===== src/wakeup_pkg.sv =====
package wakeup_pkg;

    // data path width of the integer core.
    localparam int xlen = 32;

    // physical register index width and the register count it gives.
    localparam int preg_width = 6;
    localparam int preg_num = 1 << preg_width;

    typedef logic [xlen-1:0] word_t;
    typedef logic [preg_width-1:0] preg_t;

    // one instruction picked by an issue queue.
    // loads read rs1 only, stores read rs1 and rs2 and write no rd.
    typedef struct packed {
        logic  valid;
        preg_t rd;
        preg_t rs1;
        preg_t rs2;
    } issue_req_t;

    // a CSR instruction borrows ALU lane 1 for its rs1 read and its rd wakeup.
    typedef struct packed {
        logic  valid;
        preg_t rd;
        preg_t rs1;
    } csr_req_t;

    // one slot of the wakeup bus seen by the issue queues.
    typedef struct packed {
        logic  valid;
        logic  we;    // rd is a real destination, not register 0.
        preg_t rd;
    } wakeup_t;

    // one result on the writeback bus.
    typedef struct packed {
        logic  valid;
        preg_t rd;
        word_t data;
    } wb_t;

    // operand pair returned to an ALU lane or a store pipe.
    typedef struct packed {
        word_t rs1_data;
        word_t rs2_data;
    } operands_t;

endpackage


===== src/mem_wakeup_port.sv =====
`timescale 1ns/1ns

module mem_wakeup_port #(
    parameter int load_pipes  = 1,
    parameter int store_pipes = 1
) (
    input  logic                                                 clk,
    input  logic                                                 rst_n,
    input  wakeup_pkg::issue_req_t [load_pipes-1:0]              load_req,
    input  wakeup_pkg::issue_req_t [store_pipes-1:0]             store_req,
    output wakeup_pkg::wakeup_t [load_pipes-1:0]                 wakeup,
    output logic [load_pipes+store_pipes*2-1:0]                  rd_en,
    output wakeup_pkg::preg_t [load_pipes+store_pipes*2-1:0]     rd_addr
);
    localparam int store_base = load_pipes;

    // a load wakes its consumers in the same cycle it issues.
    for (genvar j = 0; j < load_pipes; j++) begin : g_load
        assign wakeup[j].valid = load_req[j].valid;
        assign wakeup[j].we = load_req[j].rd != '0;
        assign wakeup[j].rd = load_req[j].rd;
        assign rd_en[j] = load_req[j].valid;
        assign rd_addr[j] = load_req[j].valid ? load_req[j].rs1 : '0; // idle ports sit on r0.
    end

    for (genvar j = 0; j < store_pipes; j++) begin : g_store
        localparam int s1 = store_base + j;
        localparam int s2 = store_base + store_pipes + j;

        assign rd_en[s1] = store_req[j].valid;
        assign rd_en[s2] = store_req[j].valid;
        assign rd_addr[s1] = store_req[j].valid ? store_req[j].rs1 : '0;
        assign rd_addr[s2] = store_req[j].valid ? store_req[j].rs2 : '0;

        // an enabled store pair must carry two known register indexes.
        store_addr_known: assert property (
            @(posedge clk) disable iff (!rst_n)
            rd_en[s1] |-> !$isunknown({rd_addr[s1], rd_addr[s2]})
        );
    end

endmodule


===== config.mk =====
export PLATFORM = sky130hd
export DESIGN_NAME = mem_wakeup_port
export DESIGN_NICKNAME = d
export VERILOG_FILES = /design/src/wakeup_pkg.sv /design/src/mem_wakeup_port.sv
export SDC_FILE = /design/constraint.sdc
export NUM_CORES = 1
export LEC_CHECK = 0
export ABC_AREA = 1
export BUFFER_PORTS_ARGS = -buffer_cell sky130_fd_sc_hd__buf_2
export CAP_MARGIN = 10
export CORE_AREA = 4 4 41 43
export DETAILED_ROUTE_END_ITERATION = 10
export DIE_AREA = 0 0 45 47
export GPL_ROUTABILITY_DRIVEN = 0
export GPL_TIMING_DRIVEN = 0
export PLACE_DENSITY = 0.72
export SETUP_SLACK_MARGIN = 0.02
export SLEW_MARGIN = 10
export SYNTH_ARGS = -nofsm -noshare
export SYNTH_HDL_FRONTEND = slang
export SYNTH_SLANG_ARGS = --single-unit

===== constraint.sdc =====
create_clock -name vclk -period 0.8
set_clock_uncertainty 0.15 [all_clocks]
set_input_delay 0.04 -clock vclk [all_inputs]
set_output_delay 0.04 -clock vclk [all_outputs]
set_load 0.05 [all_outputs]

Yosys cells after proc, flatten, opt, wreduce, memory -nomap -nowiden
Index checks and enable logic that the tools add are counted.
{ "totals": {"reg_bits": 0, "input_bits": 40, "output_inout_bits": 29, "wordCells": 4} }
{ "op_classes": {"mux": 3, "reduce_logical": 1} }
{ "op_table": {"columns": ["op", "count"], "rows": [
  ["$mux 6", 3],
  ["$reduce_bool 6->1", 1]
]} }

Longest topological paths before layout
Gate-level depths: netlist of the first run.
{ "logic_depth": {"depth_word": 1, "mapped_depth": 3, "mapped_depth_nobuf": 2} }

Worst setup path before layout of the first run
OpenSTA, ideal clock, no wires.
{ "synth_path": {"kind": "input to output", "from": "in load_req[15] in the netlist's numbering", "to": "out wakeup[6] in the netlist's numbering", "arrival_ns": 0.522, "required_ns": 0.610, "slack_ns": 0.088, "path_stages": 2, "path_buffers": 0, "cell_sequence": "nor2_1 -> nand3_1"} }
{ "synth_rtl": {"columns": ["element", "line", "source"], "rows": [
  ["start, declared", "mem_wakeup_port.sv:9", "input wakeup_pkg::issue_req_t [load_pipes-1:0] load_req,"],
  ["end, declared", "mem_wakeup_port.sv:11", "output wakeup_pkg::wakeup_t [load_pipes-1:0] wakeup,"]
]} }

==> impl_metrics.tcl, run 1 <==
set metrics [dict create \
    cp_max_fo 6 \
    rsz0062_at_grt "no" \
    drc 0 \
    first_pass_iters 2 \
    critical_path_class "in -> out" \
    finalCritPeriodShare 0.9410 \
    drive_gt1_frac 0.6355 \
    cp-start-kind "primary input" \
    synth_area_leader_cell "buf_4" \
    die-area_um2 2115 \
    required_ns 0.61 \
    nClkBuffers 0 \
    yosysSeqAreaShare 0 \
    finalNonFillerCells 122 \
    grt_pass1_wl_um 1380 \
    whs_path_depth 4 \
    io-pin-count 69 \
    num-nets-final 149 \
    start_util 0.1827 \
    peakVddDrop_mv 0.3147 \
    io_buffer_count 55 \
    finalHoldViolCount 0 \
    grt_max_degree 11 \
    antenna_left 0 \
    final_core_util 0.4673 \
    power_density_nw_per_um2 899.8 \
    crit_start "store_req[18]" \
    fin_crit_ns 0.7528 \
    maxCapViolCount 0 \
    worst_setup_path_end_kind "output pin" \
    min_path_type "in -> out" \
    synth_area_um2 237.7 \
    synth_cells 51 \
    grt_pass1_vias 403 \
    drt_iter0_markers 1 \
    wire_per_inst_um 8.426 \
    maxSlewHeadroom 0.8324 \
    rows 13 \
    outcome "finished, final reports clean" \
    n_antenna_cell 0 \
    ys_top_cells_by_area "buf_4, inv_1, nand2_1" \
    synth_top_area_share 0.3158 \
    slew_viol_final 0 \
    antenna_found_initial 0 \
    routed_via_density 3.770 \
    worstMarginPinSlew_ns 0.2532 \
    yosys_warnings 0 \
    cp-endpoint "rd_addr[8]" \
    worstPathArrival_ns 0.56 \
    p_leak_nw 0.4866 \
    die_y_um 47 \
    vias 460 \
    synth_area_per_cell_um2 4.661 \
    syn_to_final_growth_pct 155.8 \
    synth_fp_nets 91 \
    ys_types 6 \
    chipWidth_um 45 \
    seq_cell_count 0 \
    cts_setup_buffers 0 \
    setup_viol 0 \
    seqCellArea_um2 0 \
    routed_wl_um 1028 \
    overflow 0 \
    fmax_mhz 1328 \
    core_area_um2 1301 \
    dp_cells 121 \
    dp_hpwl_um 888.5 \
    grtUsageTotal 0.07946 \
]
Yosys cell counts:
library cell   n
nand3_1        1
buf_6          1
inv_1         18
nand2_1       18
nor2_1         3
buf_4         10
cell families after synthesis:
logic type / count (synthesis) / share of synthesized area
buffers and inverters: 29 / 0.6473
AND/OR/NAND/NOR: 22 / 0.3526
how the worst min path moves through the flow:
stage,startpoint,slack (ns),to
final,store_req[9],0.25,rd_addr[9]
after global routing,store_req[9],0.27,rd_addr[9]
after CTS,store_req[7],0.27,rd_addr[7]
after detailed placement,store_req[7],0.30,rd_addr[7]
after global placement,store_req[2],0.30,rd_addr[14]
after floorplan,load_req[18],0.1,rd_en[0]
metrics by stage:
stage	worst slack (ns)	cell area, um2	hold WS (ns)	TNS (ns)	power, mW
finish	0.04720	608.1	0.2472	0	0.5472
detailed placement	-0.04431	531.8	0.3012	-0.3378	0.5019
global placement	-0.03592	531.8	0.2988	-0.2680	0.4974
CTS	0.01553	556.8	0.2719	0	0.5200
global route	0.01646	608.1	0.2702	0	0.5783
floorplan	0.08787	237.7	0.09705	0	0.3573
routing by layer:
layer  up-vias  global-route usage  share of wire
met2        43              0.1667           0.45
met4         0                   0              0
met5         -                   0              0
li1        237                   -              -
met1       180             0.09438           0.33
met3         0                   0           0.22
final cells by class:
cell class                 instances  area (um2)
tap                               15       18.77
inverter                          18       67.56
timing repair buffer              56       351.6
multi-input combinational         22       83.83
fill                             140       693.2
buffer                            11       86.33
where the power goes:
group / total (mW) / internal (mW) / switching, mW / leakage, nW
combinational: 0.547 / 0.185 / 0.363 / 0.487
clock: 0 / 0 / 0 / 0
sequential: 0 / 0 / 0 / 0
critical path: stages:
cell and delay [ns]:
buf_4 0.14, buf_6 0.12, nand2_1 0.05, inv_1 0.04
buf_4 0.18
repair_timing:
| item | in CTS | in global routing |
|---|---|---|
| hold buffers | 0 | 0 |
| pin swaps | 0 | 0 |
| endpoints found under the hold margin | 0 | 0 |
| setup endpoints to repair | 10 | 13 |
| resized for setup | 10 | 16 |
| gates cloned | 0 | 1 |
placed cells by master (no fill, tap or decap):
| cell | instances |
|---|---|
| buf_2 | 41 |
| nand2_1 | 18 |
| inv_1 | 17 |
| buf_4 | 13 |
| buf_6 | 10 |
| nor2_1 | 3 |
| clkbuf_4 | 3 |
| inv_2 | 1 |
| nand3_1 | 1 |
No activity file was read; power rests on OpenSTA's default activity.
==> run 2: changes to the inputs <==
--- a/config.mk
+++ b/config.mk
@@ -5,7 +5,6 @@
 export SDC_FILE = /design/constraint.sdc
 export NUM_CORES = 1
 export LEC_CHECK = 0
-export ABC_AREA = 1
 export BUFFER_PORTS_ARGS = -buffer_cell sky130_fd_sc_hd__buf_2
 export CAP_MARGIN = 10
 export CORE_AREA = 4 4 41 43
@@ -13,7 +12,7 @@
 export DIE_AREA = 0 0 45 47
 export GPL_ROUTABILITY_DRIVEN = 0
 export GPL_TIMING_DRIVEN = 0
-export PLACE_DENSITY = 0.72
+export PLACE_DENSITY = 0.69
 export SETUP_SLACK_MARGIN = 0.02
 export SLEW_MARGIN = 10
 export SYNTH_ARGS = -nofsm -noshare
==> impl_metrics.tcl, run 2 <==
set metrics [dict create \
    synth_fp_nets 72 \
    required_ns 0.61 \
    synth_top_area_share 0.5455 \
    chipWidth_um 45 \
    drc 0 \
    holdWs_ns 0.2465 \
    synth_cells 32 \
    dp_hpwl_um 775.8 \
    p_switching_uw 358.9 \
    critical_path_class "in -> out" \
    cp_max_fo 2 \
    violations "negative setup slack" \
    cp_slowest_cell "nor4_4" \
    setup_viol 1 \
    final_core_util 0.5433 \
    seqCellArea_um2 0 \
    io-pin-count 69 \
    seq_cell_count 0 \
    min-delay-start "load_req[16]" \
    worstMarginPinSlew_ns 0.2533 \
    power_uw 608.2 \
    io_buffer_count 55 \
    yosys_warnings 0 \
    cts_hold_buf 0 \
    p_sw_frac 0.5900 \
    finalHoldViolCount 0 \
    worst-path-buf-inv 2 \
    synth_area_um2 206.4 \
    syn_to_final_growth_pct 242.4 \
    ys_types 6 \
    pwr-share-clk 0 \
    routed_via_density 3.893 \
    yosysSeqAreaShare 0 \
    grt_pass1_wl_um 1483 \
    fin_crit_ns 0.8335 \
    yosys-top-cells-count "and2_1, buf_4" \
    drive_gt1_frac 0.8977 \
    slew_viol_final 0 \
    grtUsageTotal 0.08969 \
    grt_pass1_vias 391 \
    n_antenna_cell 0 \
    final_area_um2 706.9 \
    nClkBuffers 0 \
    drt_iter0_markers 1 \
    core_area_um2 1301 \
    maxSlewHeadroom 0.8323 \
    max_stage_delay_ns 0.27 \
    whs_path_depth 4 \
    die_y_um 47 \
    start_util 0.1587 \
    antenna_found_initial 0 \
    pwr-share-seq 0 \
    fmax_mhz 1200 \
    power_density_nw_per_um2 860.3 \
    ys_top_cells_by_area "and2_1, buf_4, nor4_1" \
    fin_ws_ns -0.03348 \
    wire_per_inst_um 9.320 \
    rows 13 \
    p_int_uw 249.3 \
    critPathTopFamily "simple AND/OR/NAND/NOR gates" \
    die-area_um2 2115 \
    worstPathArrival_ns 0.64 \
    combPwrFrac 1.000 \
    synth_area_leader_cell "and2_1" \
    overflow 0 \
    grt_max_degree 9 \
    synth_most_common_cell "and2_1" \
    finalCritPeriodShare 1.042 \
    num-nets-final 130 \
    cp-start-kind "primary input" \
    maxCapViolCount 0 \
    p_leak_nw 0.4014 \
    cts_setup_buffers 0 \
    peakVddDrop_mv 0.3522 \
    outcome "finished, violations left" \
    min_path_type "in -> out" \
    first_pass_iters 3 \
    synth_area_per_cell_um2 6.452 \
    rsz0062_at_grt "yes" \
    placed_cell_area_um2 515.5 \
    vias 401 \
    whs_endpoint "wakeup[6]" \
    worst_setup_path_end_kind "output pin" \
    routed_wl_um 960 \
    crit_chain "buf_6 > nor4_4 > nand2_2 > buf_8" \
    final_cell_mix "buf_2, buf_8, and2_4, buf_4, and2_1" \
    antenna_left 0 \
    final_common_cell "buf_2" \
]
-- run 2: worst max path at each step --
| stage | start | endpoint | slack [ns] | cells past startpoint |
|---|---|---|---|---|
| final | load_req[16] | wakeup[6] | -0.03 | 4 |
| after floorplan | load_req[15] | wakeup[6] | 0.03 | 2 |
| after global routing | load_req[16] | wakeup[6] | -0.08 | 4 |
| after CTS | load_req[16] | wakeup[6] | -0.04 | 4 |
| after detailed placement | load_req[15] | wakeup[6] | -0.16 | 4 |
| after global placement | load_req[15] | wakeup[6] | -0.16 | 4 |
-- run 2: timing repair --
item / 4_1_cts / 5_1_grt
resized for setup: 52 / 5
cloned: 1 / 0
setup endpoints to repair: 11 / 6
pin swaps: 2 / 1
-- run 2: worst min-delay path, cell delays in order --
cell and delay [ns]:
buf_6 0.08, nor4_4 0.04, nand2_2 0.06, buf_8 0.14
-- run 2: through the flow --
step | instances | setup slack, ns | TNS, ns
final | 103 | -0.03348 | -0.03348
after global routing | 103 | -0.07744 | -0.07744
after CTS | 103 | -0.04064 | -0.04064
after detailed placement | 102 | -0.1625 | -1.363
after global placement | 102 | -0.1577 | -1.206
after floorplan | 32 | 0.02622 | 0
-- run 2: routing by layer --
metal | global-route usage | routed length, um
met4 | 0 | 0
met3 | 0.01533 | 181
met1 | 0.08539 | 266
met5 | 0 | 0
met2 | 0.2034 | 512
-- run 2: kinds of logic (layout without fill, tap and decap cells) --
kind of cell  Yosys count  count (layout)  synth area share
simple gates           21              21            0.6121
buf+inv                11              67            0.3878
-- run 2: power by group through the flow --
| stage | registers [mW] | logic (mW) | clock network [mW] |
|---|---|---|---|
| after global placement | 0 | 0.486 | 0 |
| final | 0 | 0.608 | 0 |
| after detailed placement | 0 | 0.491 | 0 |
| after floorplan | 0 | 0.357 | 0 |
| after global routing | 0 | 0.639 | 0 |
| after CTS | 0 | 0.604 | 0 |
-- run 2: area by class of cell --
class	count	area [um2]
Fill cell	121	594.3
Timing Repair Buffer	56	430.4
Multi-Input combinational cell	21	168.9
Buffer	11	88.84
Tap cell	15	18.77
