===== src/wakeup_pkg.sv =====
package wakeup_pkg;

    // data path width of the integer core.
    localparam int xlen = 32;

    // physical register index width and the register count it gives.
    localparam int preg_width = 6;
    localparam int preg_num = 1 << preg_width;

    typedef logic [xlen-1:0] word_t;
    typedef logic [preg_width-1:0] preg_t;

    // one instruction picked by an issue queue.
    // loads read rs1 only, stores read rs1 and rs2 and write no rd.
    typedef struct packed {
        logic  valid;
        preg_t rd;
        preg_t rs1;
        preg_t rs2;
    } issue_req_t;

    // a CSR instruction borrows ALU lane 1 for its rs1 read and its rd wakeup.
    typedef struct packed {
        logic  valid;
        preg_t rd;
        preg_t rs1;
    } csr_req_t;

    // one slot of the wakeup bus seen by the issue queues.
    typedef struct packed {
        logic  valid;
        logic  we;    // rd is a real destination, not register 0.
        preg_t rd;
    } wakeup_t;

    // one result on the writeback bus.
    typedef struct packed {
        logic  valid;
        preg_t rd;
        word_t data;
    } wb_t;

    // operand pair returned to an ALU lane or a store pipe.
    typedef struct packed {
        word_t rs1_data;
        word_t rs2_data;
    } operands_t;

endpackage


===== src/int_wakeup_port.sv =====
`timescale 1ns/1ns

module int_wakeup_port #(
    parameter int alu_size = 2
) (
    input  logic                                       clk,
    input  logic                                       rst_n,
    input  wakeup_pkg::issue_req_t [alu_size-1:0]      int_req,
    input  wakeup_pkg::csr_req_t                       csr_req,
    output logic                                       csr_ready,
    output wakeup_pkg::wakeup_t [alu_size-1:0]         wakeup,
    output logic [alu_size*2-1:0]                      rd_en,
    output wakeup_pkg::preg_t [alu_size*2-1:0]         rd_addr
);
    import wakeup_pkg::*;

    issue_req_t [alu_size-1:0] lane_d;
    logic [alu_size-1:0]       valid_q;
    preg_t [alu_size-1:0]      rd_q;
    preg_t [alu_size-1:0]      rs1_q;
    preg_t [alu_size-1:0]      rs2_q;

    // lane 1 is not free while a CSR instruction is being issued.
    assign csr_ready = ~csr_req.valid;

    always_comb begin
        lane_d = int_req;
        if (csr_req.valid) begin
            // the CSR replaces the ALU request, whose issuer holds it for later.
            lane_d[1].valid = 1'b1;
            lane_d[1].rd = csr_req.rd;
            lane_d[1].rs1 = csr_req.rs1;
        end
    end

    always_ff @(posedge clk or negedge rst_n) begin
        if (!rst_n) begin
            valid_q <= '0;
        end else begin
            for (int i = 0; i < alu_size; i++) begin
                valid_q[i] <= lane_d[i].valid;
            end
        end
    end

    always_ff @(posedge clk) begin
        for (int i = 0; i < alu_size; i++) begin
            rd_q[i] <= lane_d[i].rd;
            rs1_q[i] <= lane_d[i].rs1;
            rs2_q[i] <= lane_d[i].rs2;
        end
    end

    // rs1 reads take the low ports and rs2 reads the ports above them.
    for (genvar i = 0; i < alu_size; i++) begin : g_lane
        assign wakeup[i].valid = valid_q[i];
        assign wakeup[i].we = rd_q[i] != '0;
        assign wakeup[i].rd = rd_q[i];
        assign rd_en[i] = valid_q[i];
        assign rd_en[alu_size+i] = valid_q[i];
        assign rd_addr[i] = rs1_q[i];
        assign rd_addr[alu_size+i] = rs2_q[i];
    end

    // the wakeup slot after a CSR request belongs to the CSR, whatever lane 1 asked for.
    csr_owns_lane1: assert property (
        @(posedge clk) disable iff (!rst_n)
        csr_req.valid |=> (wakeup[1].valid && wakeup[1].rd == $past(csr_req.rd))
    );

endmodule


===== config.mk =====
export PLATFORM = sky130hd
export DESIGN_NAME = int_wakeup_port
export DESIGN_NICKNAME = d
export VERILOG_FILES = /design/src/wakeup_pkg.sv /design/src/int_wakeup_port.sv
export SDC_FILE = /design/constraint.sdc
export NUM_CORES = 1
export LEC_CHECK = 0
export BUFFER_PORTS_ARGS = -buffer_cell sky130_fd_sc_hd__buf_2
export CORE_UTILIZATION = 34
export CTS_CLUSTER_DIAMETER = 80
export DETAILED_ROUTE_END_ITERATION = 8
export PLACE_DENSITY = 0.76
export SYNTH_ARGS = -nofsm -noshare
export SYNTH_HDL_FRONTEND = slang
export SYNTH_SLANG_ARGS = --single-unit

===== constraint.sdc =====
create_clock -name clk -period 0.9 [get_ports clk]
set_clock_uncertainty 0.15 [all_clocks]
set_input_delay 0.045 -clock clk [delete_from_list [all_inputs] [get_ports clk]]
set_output_delay 0.045 -clock clk [all_outputs]
set_load 0.01 [all_outputs]

Word level (Yosys, flattened, before mapping). Cells that the tools add are included.

Mux-type cells: 1. Bitwise logic cells: 1. Reduce and logical (&&, ||, !) cells: 2.

Operator list (count): $mux 13 (1); $reduce_bool 6->1 (2); $not 1->1 (1).

Bits of input ports: 53. Flip-flop bits (word level): 38. Logic and storage cells: 11. Output and inout bits: 45.

Depth between registers and ports, before layout. Gate-level depths: netlist (run 1).

Depth in word-level cells: 1. Depth in mapped cells: 2. Mapped depth without buffers: 2.

Least setup slack after synthesis (run 1). OpenSTA, ideal clock, no wires.

Kind: register -> output. Start point: register rd_q, in the netlist wakeup[11]. End point: output port wakeup[14] (netlist name). Path slack: 0.005 ns. Stages on the path, launching flop included: 3. Arrival: 0.700 ns. Buffers on the path: 0. Data required time: 0.705 ns. Cell sequence: dfxtp_1 -> nor4_1 -> nand2_1.

RTL lines: start: declaration (line int_wakeup_port.sv:19) `preg_t [alu_size-1:0] rd_q;`; start signal: indexed assignment (line int_wakeup_port.sv:48) `rd_q[i] <= lane_d[i].rd;`; end: declaration (line int_wakeup_port.sv:11) `output wakeup_pkg::wakeup_t [alu_size-1:0] wakeup,`.

==> results of run 1 <==
==> worst min path at each step <==
stage,endpoint,slack [ns],cells after the start
after CTS,wakeup[8],0.01,2
after floorplan,valid_q[0],-0.40,0
after global routing,wakeup[10],0.04,2
final,wakeup[10],0.05,2
after global placement,valid_q[0],-0.32,1
after detailed placement,valid_q[0],-0.32,1
==> report_power, final <==
| part | leakage [nW] | switching [mW] | internal [mW] |
|---|---|---|---|
| logic | 0.754 | 0.227 | 0.456 |
| clock network | 0.0343 | 0.555 | 0.376 |
| registers | 0.326 | 0.0669 | 1.80 |
==> cell usage in the layout (no fill, tap or decap), drive strengths merged <==
| cell type | instances |
|---|---|
| dfxtp | 36 |
| clkbuf | 6 |
| buf | 99 |
| mux2 | 12 |
| clkinv | 1 |
| nor4 | 2 |
| clkinvlp | 1 |
| inv | 1 |
| dfrtp | 2 |
| nor2 | 2 |
| or2 | 1 |
| nand2 | 2 |
| dlygate4sd3 | 52 |
==> per-stage QoR <==
stage | hold WS [ns] | setup WS [ns] | TNS, ns | cells | total power [mW]
finish | 0.0483 | -0.495 | -5.53 | 248 | 3.48
global route | 0.0412 | -0.549 | -7.07 | 248 | 3.61
CTS | 0.0142 | -0.455 | -5.72 | 247 | 3.38
detailed placement | -0.318 | -0.124 | -1.11 | 186 | 2.23
global placement | -0.321 | -0.0779 | -0.708 | 186 | 2.22
floorplan | -0.401 | 0.00471 | 0 | 63 | 2.02
==> cells by family (layout without fill, tap and decap cells) <==
family                 count (synthesis)  after routing  synth area share [%]
AND/OR/NAND/NOR                        7              7                  3.33
flip-flops                            38             38                  76.0
multiplexers                          12             12                  16.3
buffers and inverters                  6            160                  4.44
==> flip-flops by register name, summed over array words and instances, names as in the netlist <==
| signal | cells |
|---|---|
| rd_addr | 24 |
| valid_q | 2 |
| wakeup | 12 |
==> area by class of cell <==
class / instances / area share, %
timing repair buffer: 151 / 51.4
sequential: 38 / 34.8
multi-input combinational: 19 / 9.16
clock buffer: 6 / 2.22
tap: 31 / 1.68
clock inverter: 2 / 0.542
inverter: 1 / 0.163
==> per-layer routing <==
layer | share of wire, % | GRT usage (%) | wire (um) | up-vias
met4 | 3.6 | 13.2 | 150 | 0
met1 | 37 | 26.3 | 1560 | 516
li1 | - | - | - | 506
met5 | 0 | 0 | 0 | -
met3 | 11 | 12.7 | 452 | 15
met2 | 48 | 41.5 | 2020 | 80
==> what timing repair did <==
item | CTS | global route
buffers inserted | 1 | 1
endpoints found under the hold margin | 40 | 0
endpoints found under the setup margin | 44 | 44
resized for setup | 26 | 30
hold buffers | 52 | 0
pin swaps | 2 | 1
==> impl_results.rst, run 1 <==
.. list-table::
   :header-rows: 1

   * - Metric
     - Value
   * - Status
     - finished with violations
   * - Violations in the final reports
     - setup timing
   * - Hold_sp
     - csr_req[12]
   * - Shortest period the worst path allows
     - 1.40 ns
   * - Clock buffers created by TritonCTS
     - 5
   * - Area of all sequential standard cells
     - 803 um2
   * - Maximum vdd drop
     - 1.53 mV
   * - Initial antenna violation count
     - 0
   * - RSZ-0062 raised after global routing
     - yes
   * - Cell type contributing the most total cell area after synthesis
     - dfxtp_1
   * - Count of pins over their slew limit
     - 0
   * - Number of different library cells in the post-synthesis netlist
     - 11
   * - Placer Congestion
     - 0.717
   * - CP cell instances
     - nor4_2 -> nand2_1 -> buf_2
   * - Area contributors post-synth
     - dfxtp_1 (71%), mux2_4 (12%), dfrtp_1 (4.9%)
   * - Cell area after layout
     - 0.00231 mm2
   * - GR Overflow Total
     - 0
   * - Worst-path cell with the longest stage delay
     - dfxtp_2
   * - Number of hold-slack violations in the final timing report
     - 0
   * - Filler cell count in the final layout
     - 141
   * - Starting density of the core
     - 36.5%
   * - Cell types with the highest counts after synthesis
     - dfxtp_1 (36), mux2_4 (8), buf_4 (4), mux2_2 (4)
   * - Drc violations
     - 0
   * - Number of top-level design ports
     - 98
   * - Type of the worst min-delay path
     - in -> reg
   * - Number of enable flip-flop cells after synthesis
     - 0
   * - Cell count after synthesis
     - 63
   * - Count of max-cap constraint violations
     - 0
   * - Largest net degree at the start of global routing
     - 15
   * - Wirelength per Cell
     - 16.8 um
   * - Delay-heaviest family, CP
     - flip-flops
   * - Worst Setup Start Kind
     - register
   * - Finished Core Util
     - 83.0%
   * - Category of the most critical setup path
     - reg -> out
   * - Wire length of the first global-routing pass
     - 5760 um
   * - Core outline area
     - 0.00278 mm2
   * - CTS root buffer
     - clkbuf_4
   * - Maximum count of clock buffers along a single path
     - 2
   * - Area used by multi-input combinational logic
     - 211 um2
   * - Synth warn
     - 0
   * - Via/cell ratio
     - 4.50
   * - Static leakage
     - 1.11 nW
   * - Number of buffer and inverter stages on the critical path
     - 1
   * - I/O Buffers
     - 97
   * - Final worst-path cycle share
     - 155%
   * - Crit path launch
     - wakeup[10]
   * - Antenna diodes
     - 0
   * - Max FO, Critical Path
     - 2
   * - Predominant post-synthesis flop cell
     - dfxtp_1
   * - Instance count on the critical path
     - 3
   * - Register area share after synthesis
     - 76.0%
   * - DRT Wirelength
     - 4180 um
   * - Drt initial violations
     - 19
   * - Fraction of post-synthesis cell area in the top cell type by area
     - 71.0%
   * - Number of storage elements in the synthesis netlist
     - 38
   * - Via count of the first global-routing pass
     - 1208
   * - Cell with the most instances after synthesis
     - dfxtp_1
   * - Fraction of layout cells with a size suffix above 1
     - 68.2%
   * - Chip width
     - 56.6 um
   * - Per-instance average area after synthesis
     - 16.1 um2
   * - Arrival @ worst endpoint
     - 1.20 ns
   * - Gr usage total
     - 25.3%
   * - Die Area
     - 0.00321 mm2
   * - Worst relative slew slack
     - 73.3%
   * - Area added between synthesis and finish
     - 127%
   * - Layout Nets
     - 269
   * - Count of clock tree sinks
     - 38
   * - Worst setup path endpoint
     - wakeup[14]
   * - Maximum level of the CTS H-tree
     - 2
   * - Maximum frequency from static timing analysis
     - 0.717 GHz
   * - Count of standard-cell rows
     - 19
   * - Die Span Y
     - 56.6 um
   * - Type of element capturing the critical path
     - primary output
   * - DR pass1 iterations
     - 4
   * - Post-Place Cell Area
     - 0.00150 mm2
   * - Post-synthesis async set-or-reset flop share
     - 5.26%
   * - Clock transition at the register clock pins on the worst setup and hold paths after CTS
     - 0.12 ns
   * - Endpoint required time on the critical path
     - 0.70 ns
   * - Antenna Nets Post-Route
     - 0
   * - Final critical-path setup slack
     - -0.495 ns
   * - Mapped Area
     - 0.00101 mm2
   * - Slew @ Worst Pin
     - 0.401 ns
   * - Power per Cell Area
     - 1510 mW/mm2
   * - Detail Placement HPWL
     - 1760 um
   * - Routed vias
     - 1117
   * - Crit path largest cell delay
     - 0.36 ns
   * - Synth Net Count
     - 116
   * - CTS tree
     - built
   * - Total of endpoints with negative setup slack in the final report
     - 47
No activity file was read; power rests on OpenSTA's default activity.
==> run 2, diff against run 1 <==
--- a/config.mk
+++ b/config.mk
@@ -9,6 +9,7 @@
 export CORE_UTILIZATION = 34
 export CTS_CLUSTER_DIAMETER = 80
 export DETAILED_ROUTE_END_ITERATION = 8
+export GPL_ROUTABILITY_DRIVEN = 1
 export PLACE_DENSITY = 0.76
 export SYNTH_ARGS = -nofsm -noshare
 export SYNTH_HDL_FRONTEND = slang
==> constraint.sdc (replaced) <==
create_clock -name clk -period 0.9 [get_ports clk]
set_clock_uncertainty 0.15 [all_clocks]
set_input_delay 0.045 -clock clk [delete_from_list [all_inputs] [get_ports clk]]
set_output_delay 0.045 -clock clk [all_outputs]
set_load 0.005 [all_outputs]
==> run 2 against run 1 <==
Against the previous run:
- the run still ends with setup timing left
- sequential power is essentially flat
- core utilization decreased by 2.3 points
- count of clock-buffer cells in the layout unchanged
- critical endpoint unchanged
- critical path depth stayed put
- total power rose by 2.9%
- sequential share of layout area increased by 0.79 points
- global-route usage is 3.0 points lower
- final cell count decreased by 0.81%
- design area fell by 2.8%
- worst setup slack better by 0.054 ns
- combinational power is 15% lower
- clock power is 24% higher
==> impl_results.rst, run 2 (same netlist as run 1, synthesis figures left out) <==
.. list-table::
   :header-rows: 1

   * - Metric
     - Value
   * - Final worst-path cycle share
     - 149% (-6.0 points)
   * - Count of standard-cell rows
     - 19 (unchanged)
   * - Largest net degree at the start of global routing
     - 15 (unchanged)
   * - I/O Buffers
     - 97 (unchanged)
   * - Starting density of the core
     - 36.5% (unchanged)
   * - RSZ-0062 raised after global routing
     - yes
   * - Layout Nets
     - 268 (-0.37%)
   * - Total of endpoints with negative setup slack in the final report
     - 47 (unchanged)
   * - Slew @ Worst Pin
     - 0.370 ns (-0.0302 ns)
   * - Leading cell type in the layout, fill and taps excluded
     - buf_2
   * - DRT Wirelength
     - 3550 um (-15%)
   * - Hold_sp
     - csr_req[12]
   * - CTS root buffer
     - clkbuf_4
   * - Chip width
     - 56.6 um (unchanged)
   * - Cell count of the worst hold path
     - 2 (unchanged)
   * - Violations in the final reports
     - setup timing
   * - Antenna diodes
     - 0 (unchanged)
   * - Worst Setup Start Kind
     - register
   * - Die Span Y
     - 56.6 um (unchanged)
   * - Status
     - finished with violations
   * - Drc violations
     - 0 (unchanged)
   * - Core outline area
     - 0.00278 mm2 (unchanged)
   * - Maximum frequency from static timing analysis
     - 0.746 GHz (+4.0%)
   * - Wire length of the first global-routing pass
     - 5150 um (-11%)
   * - Maximum vdd drop
     - 1.80 mV (+18%)
   * - GR Overflow Total
     - 0 (unchanged)
   * - Placer Congestion
     - 0.718 (+0.11%)
   * - Commonest cells after routing, fill and taps aside
     - buf_2 (83), dlygate4sd3_1 (52), dfxtp_1 (18)
   * - Type of element capturing the critical path
     - primary output
   * - Category of the most critical setup path
     - reg -> out
   * - Wirelength per Cell
     - 14.4 um (-14%)
   * - Max FO, Critical Path
     - 2 (unchanged)
   * - Number of top-level design ports
     - 98 (unchanged)
   * - Initial antenna violation count
     - 0 (unchanged)
   * - Type of the worst min-delay path
     - in -> reg
   * - Clock buffers created by TritonCTS
     - 5 (unchanged)
   * - Capture endpoint of the worst hold path
     - wakeup[8]
   * - Maximum count of clock buffers along a single path
     - 2 (unchanged)
   * - Via count of the first global-routing pass
     - 1104 (-8.6%)
   * - Drt initial violations
     - 20 (+1)
   * - Endpoint required time on the critical path
     - 0.70 ns (about the same)
   * - Power consumption
     - 3.59 mW (+2.9%)
   * - Shortest period the worst path allows
     - 1.34 ns (-0.0542 ns)
   * - Clock transition at the register clock pins on the worst setup and hold paths after CTS
     - 0.11 ns (about the same)
   * - Flip-flop count of the largest register, all copies and words added
     - 24 (unchanged)
   * - Power per Cell Area
     - 1600 mW/mm2 (+5.9%)
   * - Number of hold-slack violations in the final timing report
     - 0 (unchanged)
   * - DR pass1 iterations
     - 3 (-1)
   * - Area added between synthesis and finish
     - 121%
   * - Count of clock tree sinks
     - 38 (unchanged)
   * - Via/cell ratio
     - 4.26 (-5.5%)
   * - Final critical-path setup slack
     - -0.441 ns (+0.0542 ns)
   * - Arrival @ worst endpoint
     - 1.15 ns (-0.05 ns)
   * - CTS tree
     - built
   * - Cell area after layout
     - 0.00224 mm2 (-2.8%)
   * - Die Area
     - 0.00321 mm2 (unchanged)
   * - Maximum level of the CTS H-tree
     - 2 (unchanged)
   * - Count of max-cap constraint violations
     - 0 (unchanged)
   * - Gr usage total
     - 22.3% (-3.0 points)
   * - Antenna Nets Post-Route
     - 0 (unchanged)
   * - Fin Hold WS
     - 0.0471 ns (-0.00119 ns)
   * - Static leakage
     - 1.10 nW (-1.7%)
   * - Count of pins over their slew limit
     - 0 (unchanged)
   * - Routed vias
     - 1047 (-6.3%)
   * - Post-Place Cell Area
     - 0.00150 mm2 (unchanged)
   * - Worst relative slew slack
     - 75.3% (+2.0 points)
   * - Detail Placement HPWL
     - 1760 um (about the same)
   * - Fraction of layout cells with a size suffix above 1
     - 64.2% (-4.0 points)
-- run 2: layer usage --
| layer | global-route usage [%] | up-vias | part of all wire, % |
|---|---|---|---|
| met2 | 40.0 | 70 | 52 |
| met1 | 21.3 | 462 | 35 |
| li1 | - | 508 | - |
| met5 | 0 | - | 0 |
| met3 | 11.1 | 7 | 11 |
| met4 | 9.41 | 0 | 1.7 |
-- run 2: area by class of cell --
class / instances / area (um2)
tap: 31 / 38.8
multi-input combinational: 19 / 220
clock buffer: 6 / 51.3
sequential: 38 / 798
inverter: 1 / 3.75
fill: 156 / 538
timing repair buffer: 150 / 1100
clock inverter: 1 / 30.0
-- run 2: how the worst max path moves through the flow --
stage / from / cells after the start / endpoint / slack [ns]
4_1_cts: wakeup[12] / 3 / wakeup[14] / -0.45
3_3_place_gp: csr_req[12] / 2 / rd_addr[7] / -0.08
2_1_floorplan: wakeup[11] / 2 / wakeup[14] / 0.06
3_5_place_dp: csr_req[12] / 2 / wakeup[13] / -0.11
6_report: wakeup[10] / 3 / wakeup[14] / -0.44
5_1_grt: wakeup[11] / 3 / wakeup[14] / -0.55
-- run 2: critical path, stage by stage, from the launching register on --
cell and delay (ns):
dfxtp_2 0.36, nor4_4 0.24, nand2_1 0.08, buf_2 0.13
-- run 2: power by group --
| part | internal (mW) | switching [mW] |
|---|---|---|
| sequential | 1.80 | 0.0578 |
| combinational | 0.413 | 0.166 |
| clock | 0.647 | 0.506 |
| total | 2.86 | 0.730 |
-- run 2: what timing repair did --
action | 4_1_cts | 5_1_grt
pin swaps | 3 | 2
buffers inserted | 0 | 1
resized for setup | 17 | 20
endpoints found under the hold margin | 40 | 0
hold buffers | 52 | 0
setup endpoints to repair | 44 | 44
cloned | 0 | 0
-- run 2: metrics by stage --
| stage | setup TNS [ns] | worst slack, ns | instances | util (%) |
|---|---|---|---|---|
| floorplan | 0 | 0.0643 | 63 | - |
| global placement | -0.685 | -0.0781 | 186 | 53.8 |
| detailed placement | -1.05 | -0.112 | 186 | 53.8 |
| CTS | -4.62 | -0.452 | 245 | 77.1 |
| global route | -6.41 | -0.552 | 246 | 80.7 |
| finish | -4.18 | -0.441 | 246 | 80.7 |
